==> config.mk <==
export PLATFORM = sky130hd
export DESIGN_NAME = serial_slave_top
export DESIGN_NICKNAME = d
export VERILOG_FILES = /design/src/serial_slave_pkg.sv /design/src/serial_slave_top.sv /design/src/slave_sequencer.sv /design/src/read_serializer.sv /design/src/ack_retry_unit.sv /design/src/write_deserializer.sv /design/src/control_decoder.sv
export VERILOG_INCLUDE_DIRS = /design/src /design/src/src
export SDC_FILE = /design/constraint.sdc
export NUM_CORES = 1
export LEC_CHECK = 0
export ABC_CLOCK_PERIOD_IN_PS = 5230
export BUFFER_PORTS_ARGS = -buffer_cell sky130_fd_sc_hd__buf_2
export CAP_MARGIN = 0
export CORE_MARGIN = 2
export CORE_UTILIZATION = 60
export CTS_BUF_LIST = sky130_fd_sc_hd__clkbuf_8
export DETAILED_ROUTE_END_ITERATION = 8
export PLACE_DENSITY = 0.86
export SYNTH_ARGS = -nofsm -noshare
export SYNTH_HDL_FRONTEND = slang
export SYNTH_SLANG_ARGS = --single-unit
==> constraint.sdc <==
create_clock -name clk -period 5.23 [get_ports clk]
set_input_delay 0.523 -clock clk [delete_from_list [all_inputs] [get_ports clk]]
set_output_delay 0.523 -clock clk [all_outputs]
set_load 0.03 [all_outputs]
==> src/serial_slave_config.svh <==
`ifndef SERIAL_SLAVE_CONFIG_SVH
`define SERIAL_SLAVE_CONFIG_SVH

// word width on the master link and both uart links
`define DATA_WIDTH 32

// id field carried in every command frame
`define SLAVE_ID_WIDTH 2

// leading field of a command frame
`define START_PATTERN 3'b111

// bytes exchanged with the neighbouring boards
`define ACK_CODE 8'hCC
`define NAK_CODE 8'hAA

// acknowledge wait per transmission, and retransmit limit
`define ACK_TIMEOUT 64
`define RETRANSMIT_TIMES 3

// status nibble sent ahead of every read word
`define STATUS_WIDTH 4

`endif
==> src/serial_slave_pkg.sv <==
`include "serial_slave_config.svh"

package serial_slave_pkg;

    // one word as carried on the master and uart links
    typedef logic [`DATA_WIDTH-1:0] data_word_t;

    // acknowledge byte on a uart link
    typedef logic [7:0] link_byte_t;

    // slave address as sent in the command frame
    typedef logic [`SLAVE_ID_WIDTH-1:0] slave_id_t;

    // result of the last forwarded write
    typedef logic [`STATUS_WIDTH-1:0] link_status_t;

    // transaction states of the sequencer
    typedef enum logic [2:0] {
        SEQ_IDLE      = 3'd0,
        SEQ_WRITE     = 3'd1,
        SEQ_FORWARD   = 3'd2,
        SEQ_READ_WAIT = 3'd3,
        SEQ_SEND_ACK  = 3'd4,
        SEQ_READ_OUT  = 3'd5
    } seq_state_t;

endpackage

==> src/serial_slave_top.sv <==
`timescale 1ns/1ps

module serial_slave_top
    import serial_slave_pkg::*;
#(
    parameter slave_id_t SLAVE_ID = 1
) (
    input  logic       clk,
    input  logic       rstN,
    input  logic       control,
    input  logic       wd,
    input  logic       valid,
    output logic       rd,
    output logic       rvalid,
    output logic       ready,
    output logic       s_tx_start,
    output data_word_t s_tx_word,
    input  logic       s_tx_ready,
    input  logic       s_rx_done,
    input  link_byte_t s_rx_byte,
    input  logic       g_rx_done,
    input  data_word_t g_rx_word,
    output logic       g_tx_start,
    output link_byte_t g_tx_byte,
    input  logic       g_tx_ready
);

    logic         decode_enable;
    logic         cmd_valid;
    logic         cmd_write;
    logic         wr_enable;
    logic         word_done;
    data_word_t   word;
    logic         fwd_start;
    data_word_t   fwd_word;
    logic         fwd_done;
    logic         fwd_acked;
    logic         rd_start;
    link_status_t rd_status;
    data_word_t   rd_word;
    logic         rd_done;

    control_decoder #(
        .SLAVE_ID (SLAVE_ID)
    ) control_decoder_inst (
        .clk       (clk),
        .rstN      (rstN),
        .control   (control),
        .enable    (decode_enable),
        .cmd_valid (cmd_valid),
        .cmd_write (cmd_write)
    );

    write_deserializer write_deserializer_inst (
        .clk       (clk),
        .rstN      (rstN),
        .wd        (wd),
        .valid     (valid),
        .wr_enable (wr_enable),
        .word      (word),
        .word_done (word_done)
    );

    ack_retry_unit ack_retry_unit_inst (
        .clk        (clk),
        .rstN       (rstN),
        .fwd_start  (fwd_start),
        .fwd_word   (fwd_word),
        .s_tx_ready (s_tx_ready),
        .s_rx_done  (s_rx_done),
        .s_rx_byte  (s_rx_byte),
        .s_tx_start (s_tx_start),
        .s_tx_word  (s_tx_word),
        .fwd_done   (fwd_done),
        .fwd_acked  (fwd_acked)
    );

    read_serializer read_serializer_inst (
        .clk       (clk),
        .rstN      (rstN),
        .rd_start  (rd_start),
        .rd_status (rd_status),
        .rd_word   (rd_word),
        .rd        (rd),
        .rvalid    (rvalid),
        .rd_done   (rd_done)
    );

    slave_sequencer slave_sequencer_inst (
        .clk           (clk),
        .rstN          (rstN),
        .cmd_valid     (cmd_valid),
        .cmd_write     (cmd_write),
        .decode_enable (decode_enable),
        .wr_enable     (wr_enable),
        .word_done     (word_done),
        .word          (word),
        .fwd_start     (fwd_start),
        .fwd_word      (fwd_word),
        .fwd_done      (fwd_done),
        .fwd_acked     (fwd_acked),
        .g_rx_done     (g_rx_done),
        .g_rx_word     (g_rx_word),
        .g_tx_ready    (g_tx_ready),
        .g_tx_start    (g_tx_start),
        .g_tx_byte     (g_tx_byte),
        .rd_start      (rd_start),
        .rd_status     (rd_status),
        .rd_word       (rd_word),
        .rd_done       (rd_done),
        .ready         (ready)
    );

endmodule

==> src/slave_sequencer.sv <==
`timescale 1ns/1ps
`include "serial_slave_config.svh"

module slave_sequencer
    import serial_slave_pkg::*;
(
    input  logic         clk,
    input  logic         rstN,
    input  logic         cmd_valid,
    input  logic         cmd_write,
    output logic         decode_enable,
    output logic         wr_enable,
    input  logic         word_done,
    input  data_word_t   word,
    output logic         fwd_start,
    output data_word_t   fwd_word,
    input  logic         fwd_done,
    input  logic         fwd_acked,
    input  logic         g_rx_done,
    input  data_word_t   g_rx_word,
    input  logic         g_tx_ready,
    output logic         g_tx_start,
    output link_byte_t   g_tx_byte,
    output logic         rd_start,
    output link_status_t rd_status,
    output data_word_t   rd_word,
    input  logic         rd_done,
    output logic         ready
);

    localparam link_byte_t ACK_BYTE = `ACK_CODE;
    localparam link_byte_t NAK_BYTE = `NAK_CODE;

    seq_state_t   state;
    link_status_t status_q;
    // holds the write word on its way out, or the read word on its way back
    data_word_t   data_q;

    assign decode_enable = (state == SEQ_IDLE);
    assign wr_enable     = (state == SEQ_WRITE);
    assign ready         = (state == SEQ_IDLE) || (state == SEQ_WRITE);

    assign fwd_word  = data_q;
    assign rd_word   = data_q;
    assign rd_status = status_q;
    assign g_tx_byte = ACK_BYTE;

    always_ff @(posedge clk or negedge rstN) begin
        if (!rstN) begin
            state      <= SEQ_IDLE;
            status_q   <= NAK_BYTE[7 -: `STATUS_WIDTH];
            fwd_start  <= 1'b0;
            g_tx_start <= 1'b0;
            rd_start   <= 1'b0;
        end else begin
            fwd_start  <= 1'b0;
            g_tx_start <= 1'b0;
            rd_start   <= 1'b0;
            case (state)
                SEQ_IDLE: begin
                    if (cmd_valid) begin
                        state <= cmd_write ? SEQ_WRITE : SEQ_READ_WAIT;
                    end
                end
                SEQ_WRITE: begin
                    if (word_done) begin
                        fwd_start <= 1'b1;
                        state     <= SEQ_FORWARD;
                    end
                end
                SEQ_FORWARD: begin
                    // remembered for the next read
                    if (fwd_done) begin
                        status_q <= fwd_acked ? ACK_BYTE[7 -: `STATUS_WIDTH]
                                              : NAK_BYTE[7 -: `STATUS_WIDTH];
                        state    <= SEQ_IDLE;
                    end
                end
                SEQ_READ_WAIT: begin
                    if (g_rx_done) begin
                        state <= SEQ_SEND_ACK;
                    end
                end
                SEQ_SEND_ACK: begin
                    // ack the previous board and start the master stream together
                    if (g_tx_ready) begin
                        g_tx_start <= 1'b1;
                        rd_start   <= 1'b1;
                        state      <= SEQ_READ_OUT;
                    end
                end
                SEQ_READ_OUT: begin
                    if (rd_done) begin
                        state <= SEQ_IDLE;
                    end
                end
                default: state <= SEQ_IDLE;
            endcase
        end
    end

    always_ff @(posedge clk) begin
        if (state == SEQ_WRITE && word_done) begin
            data_q <= word;
        end else if (state == SEQ_READ_WAIT && g_rx_done) begin
            data_q <= g_rx_word;
        end
    end

endmodule

==> src/read_serializer.sv <==
`timescale 1ns/1ps
`include "serial_slave_config.svh"

module read_serializer
    import serial_slave_pkg::*;
(
    input  logic         clk,
    input  logic         rstN,
    input  logic         rd_start,
    input  link_status_t rd_status,
    input  data_word_t   rd_word,
    output logic         rd,
    output logic         rvalid,
    output logic         rd_done
);

    // status nibble followed by the word
    localparam int SHIFT_LEN = `STATUS_WIDTH + `DATA_WIDTH;
    localparam int CNT_W     = $clog2(SHIFT_LEN);

    logic [SHIFT_LEN-1:0] out_sr;
    logic [CNT_W-1:0]     bit_cnt;
    logic                 shifting;

    assign rd     = out_sr[SHIFT_LEN-1];
    assign rvalid = shifting;

    always_ff @(posedge clk or negedge rstN) begin
        if (!rstN) begin
            shifting <= 1'b0;
            bit_cnt  <= '0;
            rd_done  <= 1'b0;
        end else begin
            rd_done <= 1'b0;
            if (!shifting) begin
                if (rd_start) begin
                    shifting <= 1'b1;
                    bit_cnt  <= '0;
                end
            end else if (bit_cnt == CNT_W'(SHIFT_LEN - 1)) begin
                shifting <= 1'b0;
                rd_done  <= 1'b1;
            end else begin
                bit_cnt <= bit_cnt + 1'b1;
            end
        end
    end

    always_ff @(posedge clk) begin
        if (!shifting && rd_start) begin
            out_sr <= {rd_status, rd_word};
        end else if (shifting) begin
            out_sr <= {out_sr[SHIFT_LEN-2:0], 1'b0};
        end
    end

    // the sequencer only starts a read from its own idle path
    assert property (@(posedge clk) disable iff (!rstN) rd_start |-> !shifting);

endmodule

==> src/ack_retry_unit.sv <==
`timescale 1ns/1ps
`include "serial_slave_config.svh"

module ack_retry_unit
    import serial_slave_pkg::*;
(
    input  logic       clk,
    input  logic       rstN,
    input  logic       fwd_start,
    input  data_word_t fwd_word,
    input  logic       s_tx_ready,
    input  logic       s_rx_done,
    input  link_byte_t s_rx_byte,
    output logic       s_tx_start,
    output data_word_t s_tx_word,
    output logic       fwd_done,
    output logic       fwd_acked
);

    localparam int WAIT_W  = $clog2(`ACK_TIMEOUT);
    localparam int RETRY_W = $clog2(`RETRANSMIT_TIMES + 1);

    typedef enum logic [1:0] {
        ARU_IDLE,
        ARU_TX,
        ARU_WAIT
    } aru_state_t;

    aru_state_t         state;
    logic [WAIT_W-1:0]  wait_cnt;
    logic [RETRY_W-1:0] retry_cnt;
    logic               timed_out;

    assign timed_out = (wait_cnt == WAIT_W'(`ACK_TIMEOUT - 1));

    always_ff @(posedge clk or negedge rstN) begin
        if (!rstN) begin
            state      <= ARU_IDLE;
            wait_cnt   <= '0;
            retry_cnt  <= '0;
            s_tx_start <= 1'b0;
            fwd_done   <= 1'b0;
            fwd_acked  <= 1'b0;
        end else begin
            s_tx_start <= 1'b0;
            fwd_done   <= 1'b0;
            if (state != ARU_IDLE && s_rx_done) begin
                // first byte back ends the transfer, whatever it is
                state     <= ARU_IDLE;
                fwd_done  <= 1'b1;
                fwd_acked <= (s_rx_byte == `ACK_CODE);
            end else begin
                case (state)
                    ARU_IDLE: begin
                        if (fwd_start) begin
                            state     <= ARU_TX;
                            retry_cnt <= '0;
                        end
                    end
                    ARU_TX: begin
                        // hold the pulse until the link can take it
                        if (s_tx_ready) begin
                            s_tx_start <= 1'b1;
                            wait_cnt   <= '0;
                            state      <= ARU_WAIT;
                        end
                    end
                    ARU_WAIT: begin
                        if (!timed_out) begin
                            wait_cnt <= wait_cnt + 1'b1;
                        end else if (retry_cnt == RETRY_W'(`RETRANSMIT_TIMES)) begin
                            // retries used up, report as not acknowledged
                            state     <= ARU_IDLE;
                            fwd_done  <= 1'b1;
                            fwd_acked <= 1'b0;
                        end else begin
                            retry_cnt <= retry_cnt + 1'b1;
                            state     <= ARU_TX;
                        end
                    end
                    default: state <= ARU_IDLE;
                endcase
            end
        end
    end

    // word stays put across retransmissions
    always_ff @(posedge clk) begin
        if (state == ARU_IDLE && fwd_start) begin
            s_tx_word <= fwd_word;
        end
    end

    // the far end must keep ready up until it has seen the start pulse
    assert property (@(posedge clk) disable iff (!rstN) s_tx_start |-> s_tx_ready);

endmodule

==> src/write_deserializer.sv <==
`timescale 1ns/1ps
`include "serial_slave_config.svh"

module write_deserializer
    import serial_slave_pkg::*;
(
    input  logic       clk,
    input  logic       rstN,
    input  logic       wd,
    input  logic       valid,
    input  logic       wr_enable,
    output data_word_t word,
    output logic       word_done
);

    localparam int CNT_W = $clog2(`DATA_WIDTH);

    logic [CNT_W-1:0] bit_cnt;
    logic             take;

    assign take = wr_enable && valid;

    always_ff @(posedge clk or negedge rstN) begin
        if (!rstN) begin
            bit_cnt   <= '0;
            word_done <= 1'b0;
        end else begin
            word_done <= 1'b0;
            if (take) begin
                if (bit_cnt == CNT_W'(`DATA_WIDTH - 1)) begin
                    bit_cnt   <= '0;
                    word_done <= 1'b1;
                end else begin
                    bit_cnt <= bit_cnt + 1'b1;
                end
            end
        end
    end

    // msb arrives first
    always_ff @(posedge clk) begin
        if (take) begin
            word <= {word[`DATA_WIDTH-2:0], wd};
        end
    end

endmodule

==> src/control_decoder.sv <==
`timescale 1ns/1ps
`include "serial_slave_config.svh"

module control_decoder
    import serial_slave_pkg::*;
#(
    parameter slave_id_t SLAVE_ID = 1
) (
    input  logic clk,
    input  logic rstN,
    input  logic control,
    input  logic enable,
    output logic cmd_valid,
    output logic cmd_write
);

    // start field, id field, r/w bit
    localparam int FRAME_LEN = 3 + `SLAVE_ID_WIDTH + 1;
    localparam int CNT_W     = $clog2(FRAME_LEN);

    logic [FRAME_LEN-2:0] frame_sr;
    logic [CNT_W-1:0]     bit_cnt;
    logic                 busy;
    logic [FRAME_LEN-1:0] frame;

    // last bit is taken straight from the pin
    assign frame = {frame_sr, control};

    always_ff @(posedge clk or negedge rstN) begin
        if (!rstN) begin
            busy      <= 1'b0;
            bit_cnt   <= '0;
            cmd_valid <= 1'b0;
            cmd_write <= 1'b0;
        end else begin
            cmd_valid <= 1'b0;
            if (!busy) begin
                // a high bit opens a frame, but not in the cycle a command leaves
                if (enable && !cmd_valid && control) begin
                    busy    <= 1'b1;
                    bit_cnt <= CNT_W'(1);
                end
            end else if (bit_cnt == CNT_W'(FRAME_LEN - 1)) begin
                busy <= 1'b0;
                if (frame[FRAME_LEN-1 -: 3] == `START_PATTERN &&
                    frame[`SLAVE_ID_WIDTH:1] == SLAVE_ID) begin
                    cmd_valid <= 1'b1;
                    cmd_write <= frame[0];
                end
            end else begin
                bit_cnt <= bit_cnt + 1'b1;
            end
        end
    end

    // frame bits, first bit ends up at the top
    always_ff @(posedge clk) begin
        frame_sr <= {frame_sr[FRAME_LEN-3:0], control};
    end

    // a frame takes six cycles, so commands can never be back to back
    assert property (@(posedge clk) disable iff (!rstN) cmd_valid |=> !cmd_valid);

endmodule

==> metrics.yaml, run 1 <==
power:
  totalPowerFinal_mw: 3.43
  switching_power_mw: 0.923
  p_per_area_nw_per_um2: 433
  clkPwrFrac_pct: 29.1
  max-vdd-ir-drop_mv: 0.269
  p_leak_nw: 3.03
  p_seq_share_pct: 56.1
  p_int_mw: 2.51
  comb_power_share_pct: 14.8
  swShare_pct: 26.9
finish:
  nFillCells: 721
  multiInputGateArea_um2: 1750
  antenna_cells: 0
  postLayoutCellArea_um2: 7930
  ff_latch_area_um2: 5070
  finish.utilization_pct: 69.7
  nets: 581
  fin_cells: 681
  area_growth_syn_to_layout_pct: 14.1
  final_layout_size_suffix_gt1_share_pct: 37.5
cts:
  clock_sinks: 177
  clk_latency_ns: 0.46
  ctsHoldBuffers: 0
  clock_path_buffers: 2
  cts_tree: "done"
  cts_root_buffer: "clkbuf_8"
  ctsResizeCount: 0
  htreeDepth: 4
  cts_made_buffers: 17
  cts_setup_buffers: 0
  clk_pin_slew_ns: 0.09
global_routing:
  grt.total_usage_pct: 20.8
  grt_max_degree: 41
  overflow: 0
  grt_pass1_vias: 4006
  antenna_found_initial: 1
  grt_pass1_wl_um: 19700
synthesis:
  synth_top_area_share_pct: 57.0
  seq_area_frac_synth_pct: 72.9
  syn_inst: 435
  synth_cell_types: 52
  yosys_most_used_dff: "edfxtp_1"
  yosys.area_share.adder_pct: 1.26
  synth.area.top_cells: "edfxtp_1 (57%), dfrtp_1 (14%), mux2_2 (12%), nand2_1 (1.7%), dfxtp_1 (1.4%)"
  synthesis.area_um2: 6950
  avgSynthCellArea_um2: 16.0
  synth_edf_count: 132
  synth_seq_cells: 177
  synth_compound_area_share_pct: 3.22
  async_flop_share_pct: 22.6
  synth_top_family_by_area: "multiplexers"
  synth_simple_gate_area_share_pct: 7.45
  yosys.cell_count.top_type: "edfxtp_1"
  yosys.area.top_type: "edfxtp_1"
  synthXorXnorAreaFrac_pct: 0.504
  ys_warn_count: 0
  synthTopCellsByCount: "edfxtp_1 (132), mux2_2 (71), dfrtp_1 (39), nand2_1 (31), nor2_1 (16)"
  synthMuxAreaShare_pct: 11.9
critical_path:
  arrival_ns: 2.35
  critPathLaunch: "read_serializer_inst.rvalid"
  worst_r2r_endpoint: "read_serializer_inst.out_sr[20]"
  cpPeakStageDelay_ns: 0.88
  crit_path_start_kind: "flop"
  r2r_slack_ns: 3.09
  cp.depth: 2
  crit_fanout: 37
  worstPathCellList: "nor2b_4, mux2_2"
  endpoint: "read_serializer_inst.out_sr[20]"
  r2r_start: "read_serializer_inst.rvalid"
  cp-end-kind: "flop"
  critPathRequiredTime_ns: 5.43
  crit_family: "simple AND/OR/NAND/NOR gates"
  criticalPathCategory: "reg -> reg"
  slowest_stage: "nor2b_4"
  reg2reg_depth: 2
  critPathBufInv: 0
timing:
  skew_ns: 0.0145
  rsz0062_at_grt: "false"
  min_period_ns: 2.14
  slew-limit-headroom_pct: 22.9
  tns_ns: 0
  worst_pin_slew_ns: 1.15
  finalMaxSlewViolations: 0
  max_freq_mhz: 467
  min_period_over_period_pct: 41.0
  setup_viol: 0
  final_hold_viol_count: 0
floorplanning:
  num_rows: 39
  die_x_um: 112
  start_util_pct: 61.1
  ios: 94
  die_y_um: 112
  die_area_um2: 12500
  core_area_um2: 11400
placed_design:
  dp_cells: 649
  place_area_um2: 7490
  place_hpwl_um: 7740
  port-buffer-count: 85
  place_congestion: 0.887
routing:
  via_per_inst: 5.64
  antenna_left: 0
  vias: 3843
  wl_per_cell_um: 17.9
  drt_iter0_markers: 246
  drt-total-wl_um: 12200
  drc: 0
  drt_pass1_iterations: 5
hold_path:
  hp-class: "in -> async"
outcome:
  status: "completed"
flow_run:
  cap_viol_max_count: 0
## sequential cells by signal (all words and copies together), names as in the netlist, 2 cells and up
register,flops
ack_retry_unit_inst.retry_cnt,2
ack_retry_unit_inst.s_tx_word,32
ack_retry_unit_inst.state,2
ack_retry_unit_inst.wait_cnt,6
control_decoder_inst.bit_cnt,3
control_decoder_inst.frame_sr,5
read_serializer_inst.bit_cnt,6
read_serializer_inst.out_sr,36
slave_sequencer_inst.fwd_word,32
slave_sequencer_inst.rd_status,2
slave_sequencer_inst.state,3
write_deserializer_inst.bit_cnt,5
write_deserializer_inst.word,32
## through the flow
step	worst slack (ns)	hold WS, ns
floorplan	1.98	0.227
global placement	3.13	0.332
global route	2.97	0.180
detailed placement	3.12	0.336
finish	3.09	0.178
CTS	3.07	0.176
## cell usage in the layout (no fill, tap or decap), drive strengths merged, types with 4 or more instances in the layout
cell	instances
inv	21
buf	88
o21ai	13
nand3	8
clkbuf	17
nor2b	5
nand2b	4
ha	7
clkinv	4
and3	5
edfxtp	132
nor2	16
nand2	31
a21oi	6
dfxtp	5
dfrtp	39
nor3	7
conb	8
mux2	71
## how the worst min path moves through the flow
stage	endpoint	start
after floorplan	ack_retry_unit_inst.fwd_acked	rstN
after global placement	control_decoder_inst.frame_sr[2]	control_decoder_inst.frame_sr[1]
after detailed placement	control_decoder_inst.frame_sr[2]	control_decoder_inst.frame_sr[1]
after CTS	ack_retry_unit_inst.wait_cnt[3]	rstN
after global routing	control_decoder_inst.frame_sr[0]	control
final	ack_retry_unit_inst.wait_cnt[0]	rstN
## power groups by stage
stage / registers, mW / logic (mW) / clock network [mW]
after floorplan: 1.91 / 0.387 / 0
after global placement: 1.94 / 0.472 / 0
after detailed placement: 1.95 / 0.511 / 0
after CTS: 1.93 / 0.517 / 1.01
after global routing: 1.95 / 0.567 / 1.07
final: 1.93 / 0.508 / 1.00
## worst register-to-register path: stages, from the launching register on
cell     delay (ns)
dfrtp_1        0.56
nor2b_4        0.88
mux2_2         0.46
## metal layers
layer	up-vias	track usage (%)	share of wire (%)
li1	1790	-	-
met1	1892	25.3	41
met2	134	34.9	51
met3	27	6.10	5.6
met4	0	8.72	2.6
met5	-	0	0
## logic make-up after synthesis
family | count (synthesis)
other cells | 2
compound gates | 36
flops | 177
mux | 74
fa+ha+maj | 7
xor+xnor | 4
simple gates | 98
buf+inv | 37
## area by class of cell
| cell class | instances | share of cell area (%) |
|---|---|---|
| multi-input combinational | 227 | 22.1 |
| timing repair buffer | 88 | 5.65 |
| tap | 143 | 2.26 |
| clock buffer | 17 | 2.95 |
| clock inverter | 15 | 2.51 |
| sequential | 177 | 63.9 |
| inverter | 14 | 0.663 |
Power figures use the tool's default switching activity.
==> run 2: changes to the inputs <==
--- a/config.mk
+++ b/config.mk
@@ -6,14 +6,14 @@
 export SDC_FILE = /design/constraint.sdc
 export NUM_CORES = 1
 export LEC_CHECK = 0
-export ABC_CLOCK_PERIOD_IN_PS = 5230
+export ABC_CLOCK_PERIOD_IN_PS = 2100
 export BUFFER_PORTS_ARGS = -buffer_cell sky130_fd_sc_hd__buf_2
 export CAP_MARGIN = 0
 export CORE_MARGIN = 2
-export CORE_UTILIZATION = 60
+export CORE_UTILIZATION = 59
 export CTS_BUF_LIST = sky130_fd_sc_hd__clkbuf_8
 export DETAILED_ROUTE_END_ITERATION = 8
-export PLACE_DENSITY = 0.86
+export PLACE_DENSITY = 0.84
 export SYNTH_ARGS = -nofsm -noshare
 export SYNTH_HDL_FRONTEND = slang
 export SYNTH_SLANG_ARGS = --single-unit
==> constraint.sdc (replaced) <==
create_clock -name clk -period 2.1 [get_ports clk]
set_input_delay 0.21 -clock clk [delete_from_list [all_inputs] [get_ports clk]]
set_output_delay 0.21 -clock clk [all_outputs]
set_load 0.03 [all_outputs]
==> run 2 against run 1 <==
Effect of this change:
- sequential share of layout area decreased by 0.72 points
- critical path depth is 2 higher
- global-route usage decreased by 1.1 points
- register-to-register slack lost 2.9 ns
- combinational power grew to 2.6 times the previous value
- sequential power rose by 150%
- worst hold slack worse by 0.12 ns
- die area rose by 1.6%
==> metrics.yaml, run 2 (same netlist as run 1, synthesis figures left out) <==
critical_path:
  crit_path_start_kind: "flop"
  slowest_stage: "or3b_2"
  criticalPathCategory: "reg -> reg"
  crit_fanout: 9
  cp-end-kind: "flop"
  critPathRequiredTime_ns: 2.43
  arrival_ns: 2.26
  cpPeakStageDelay_ns: 0.53
  worstPathCellList: "or3b_2, a31oi_1, nor2_1, mux2_2"
floorplanning:
  die_x_um: 113
  die_y_um: 113
  core_area_um2: 11500
  die_area_um2: 12700
  ios: 94
  start_util_pct: 60.6
  num_rows: 39
global_routing:
  overflow: 0
  antenna_found_initial: 0
  grt.total_usage_pct: 19.7
  grt_pass1_vias: 3925
  grt_pass1_wl_um: 19100
  grt_max_degree: 41
power:
  p_per_area_nw_per_um2: 1040
  p_int_mw: 6.24
  totalPowerFinal_mw: 8.36
  clkPwrFrac_pct: 27.1
  swShare_pct: 25.3
  p_seq_share_pct: 57.2
  switching_power_mw: 2.12
  p_leak_nw: 3.04
  comb_power_share_pct: 15.7
  max-vdd-ir-drop_mv: 0.875
timing:
  fin_ws_ns: 0.171
  finalMaxSlewViolations: 0
  worst_pin_slew_ns: 0.901
  setup_viol: 0
  min_period_ns: 1.93
  slew-limit-headroom_pct: 40.0
  min_period_over_period_pct: 91.8
  skew_ns: 0.0111
  rsz0062_at_grt: "false"
  hold_slack_ns: 0.0607
  max_freq_mhz: 518
  final_hold_viol_count: 0
  tns_ns: 0
cts:
  ctsHoldBuffers: 4
  clock_sinks: 177
  cts_root_buffer: "clkbuf_8"
  cts_setup_buffers: 0
  clk_latency_ns: 0.45
  cts_tree: "done"
  clock_path_buffers: 2
  clk_pin_slew_ns: 0.08
  cts_made_buffers: 17
  ctsResizeCount: 0
  htreeDepth: 4
finish:
  nFillCells: 735
  finish.utilization_pct: 69.9
  final_layout_size_suffix_gt1_share_pct: 37.1
  layout_commonest_cell: "edfxtp_1"
  final_cell_mix: "edfxtp_1 (132), buf_2 (85), mux2_2 (71)"
  nets: 589
  largest_register: "read_serializer_inst.out_sr"
  area_growth_syn_to_layout_pct: 15.4
  largest_register_ffs: 36
  antenna_cells: 0
hold_path:
  hp-class: "in -> reg"
placed_design:
  preCtsSetupSlack_ns: 0.204
  port-buffer-count: 85
  place_congestion: 0.831
  place_hpwl_um: 7570
routing:
  drt_pass1_iterations: 4
  via_per_inst: 5.44
  drt-total-wl_um: 11700
  wl_per_cell_um: 16.9
  drc: 0
  vias: 3746
  drt_iter0_markers: 291
  antenna_left: 0
flow_run:
  cap_viol_max_count: 0
outcome:
  status: "completed"
-- run 2: metrics by stage --
| step | std cells | cell area, um^2 |
|---|---|---|
| after floorplan | 441 | 6990 |
| final | 688 | 8020 |
| after global placement | 653 | 7600 |
| after global routing | 688 | 8020 |
| after CTS | 688 | 8020 |
| after detailed placement | 653 | 7600 |
-- run 2: power groups by stage --
stage | sequential, mW | clock, mW | combinational [mW]
5_1_grt | 4.85 | 2.44 | 1.46
4_1_cts | 4.78 | 2.31 | 1.34
3_5_place_dp | 4.86 | 0 | 1.32
2_1_floorplan | 4.75 | 0 | 0.969
6_report | 4.78 | 2.26 | 1.31
3_3_place_gp | 4.82 | 0 | 1.25
-- run 2: worst paths after layout --
kind,slack (ns),cells past startpoint,from,endpoint
setup / recovery,0.17,4,ack_retry_unit_inst.state[0],ack_retry_unit_inst.wait_cnt[0]
hold / removal,0.06,2,g_rx_word[9],slave_sequencer_inst.fwd_word[9]
setup reg to reg,0.17,4,ack_retry_unit_inst.state[0],ack_retry_unit_inst.wait_cnt[0]
hold reg to reg,0.36,0,control_decoder_inst.frame_sr[2],control_decoder_inst.frame_sr[3]
max in group asynchronous,1.11,2,rstN,slave_sequencer_inst.fwd_start
min in group asynchronous,0.42,2,rstN,ack_retry_unit_inst.wait_cnt[1]
-- run 2: metal layers --
layer	part of all wire (%)	vias up	track usage [%]
met5	0	-	0
met4	1.9	0	7.80
met3	4.1	19	5.29
met2	51	100	32.9
met1	43	1832	24.8
li1	-	1795	-
-- run 2: layout make-up --
cell class / count / area [um^2] / area share [%]
clock buffer: 17 / 234 / 2.92
clock inverter: 14 / 148 / 1.84
inverter: 14 / 52.6 / 0.655
multi-input combinational: 227 / 1760 / 21.9
sequential: 177 / 5070 / 63.2
tap: 143 / 179 / 2.23
timing repair buffer: 96 / 581 / 7.24
-- run 2: critical path: cells and delay by family, from the launching register on --
kind / cells / cell delay [ns]
AND/OR/NAND/NOR: 2 / 0.67
multiplexers: 1 / 0.29
AO/OA/AOI/OAI: 1 / 0.36
flip-flops: 1 / 0.49
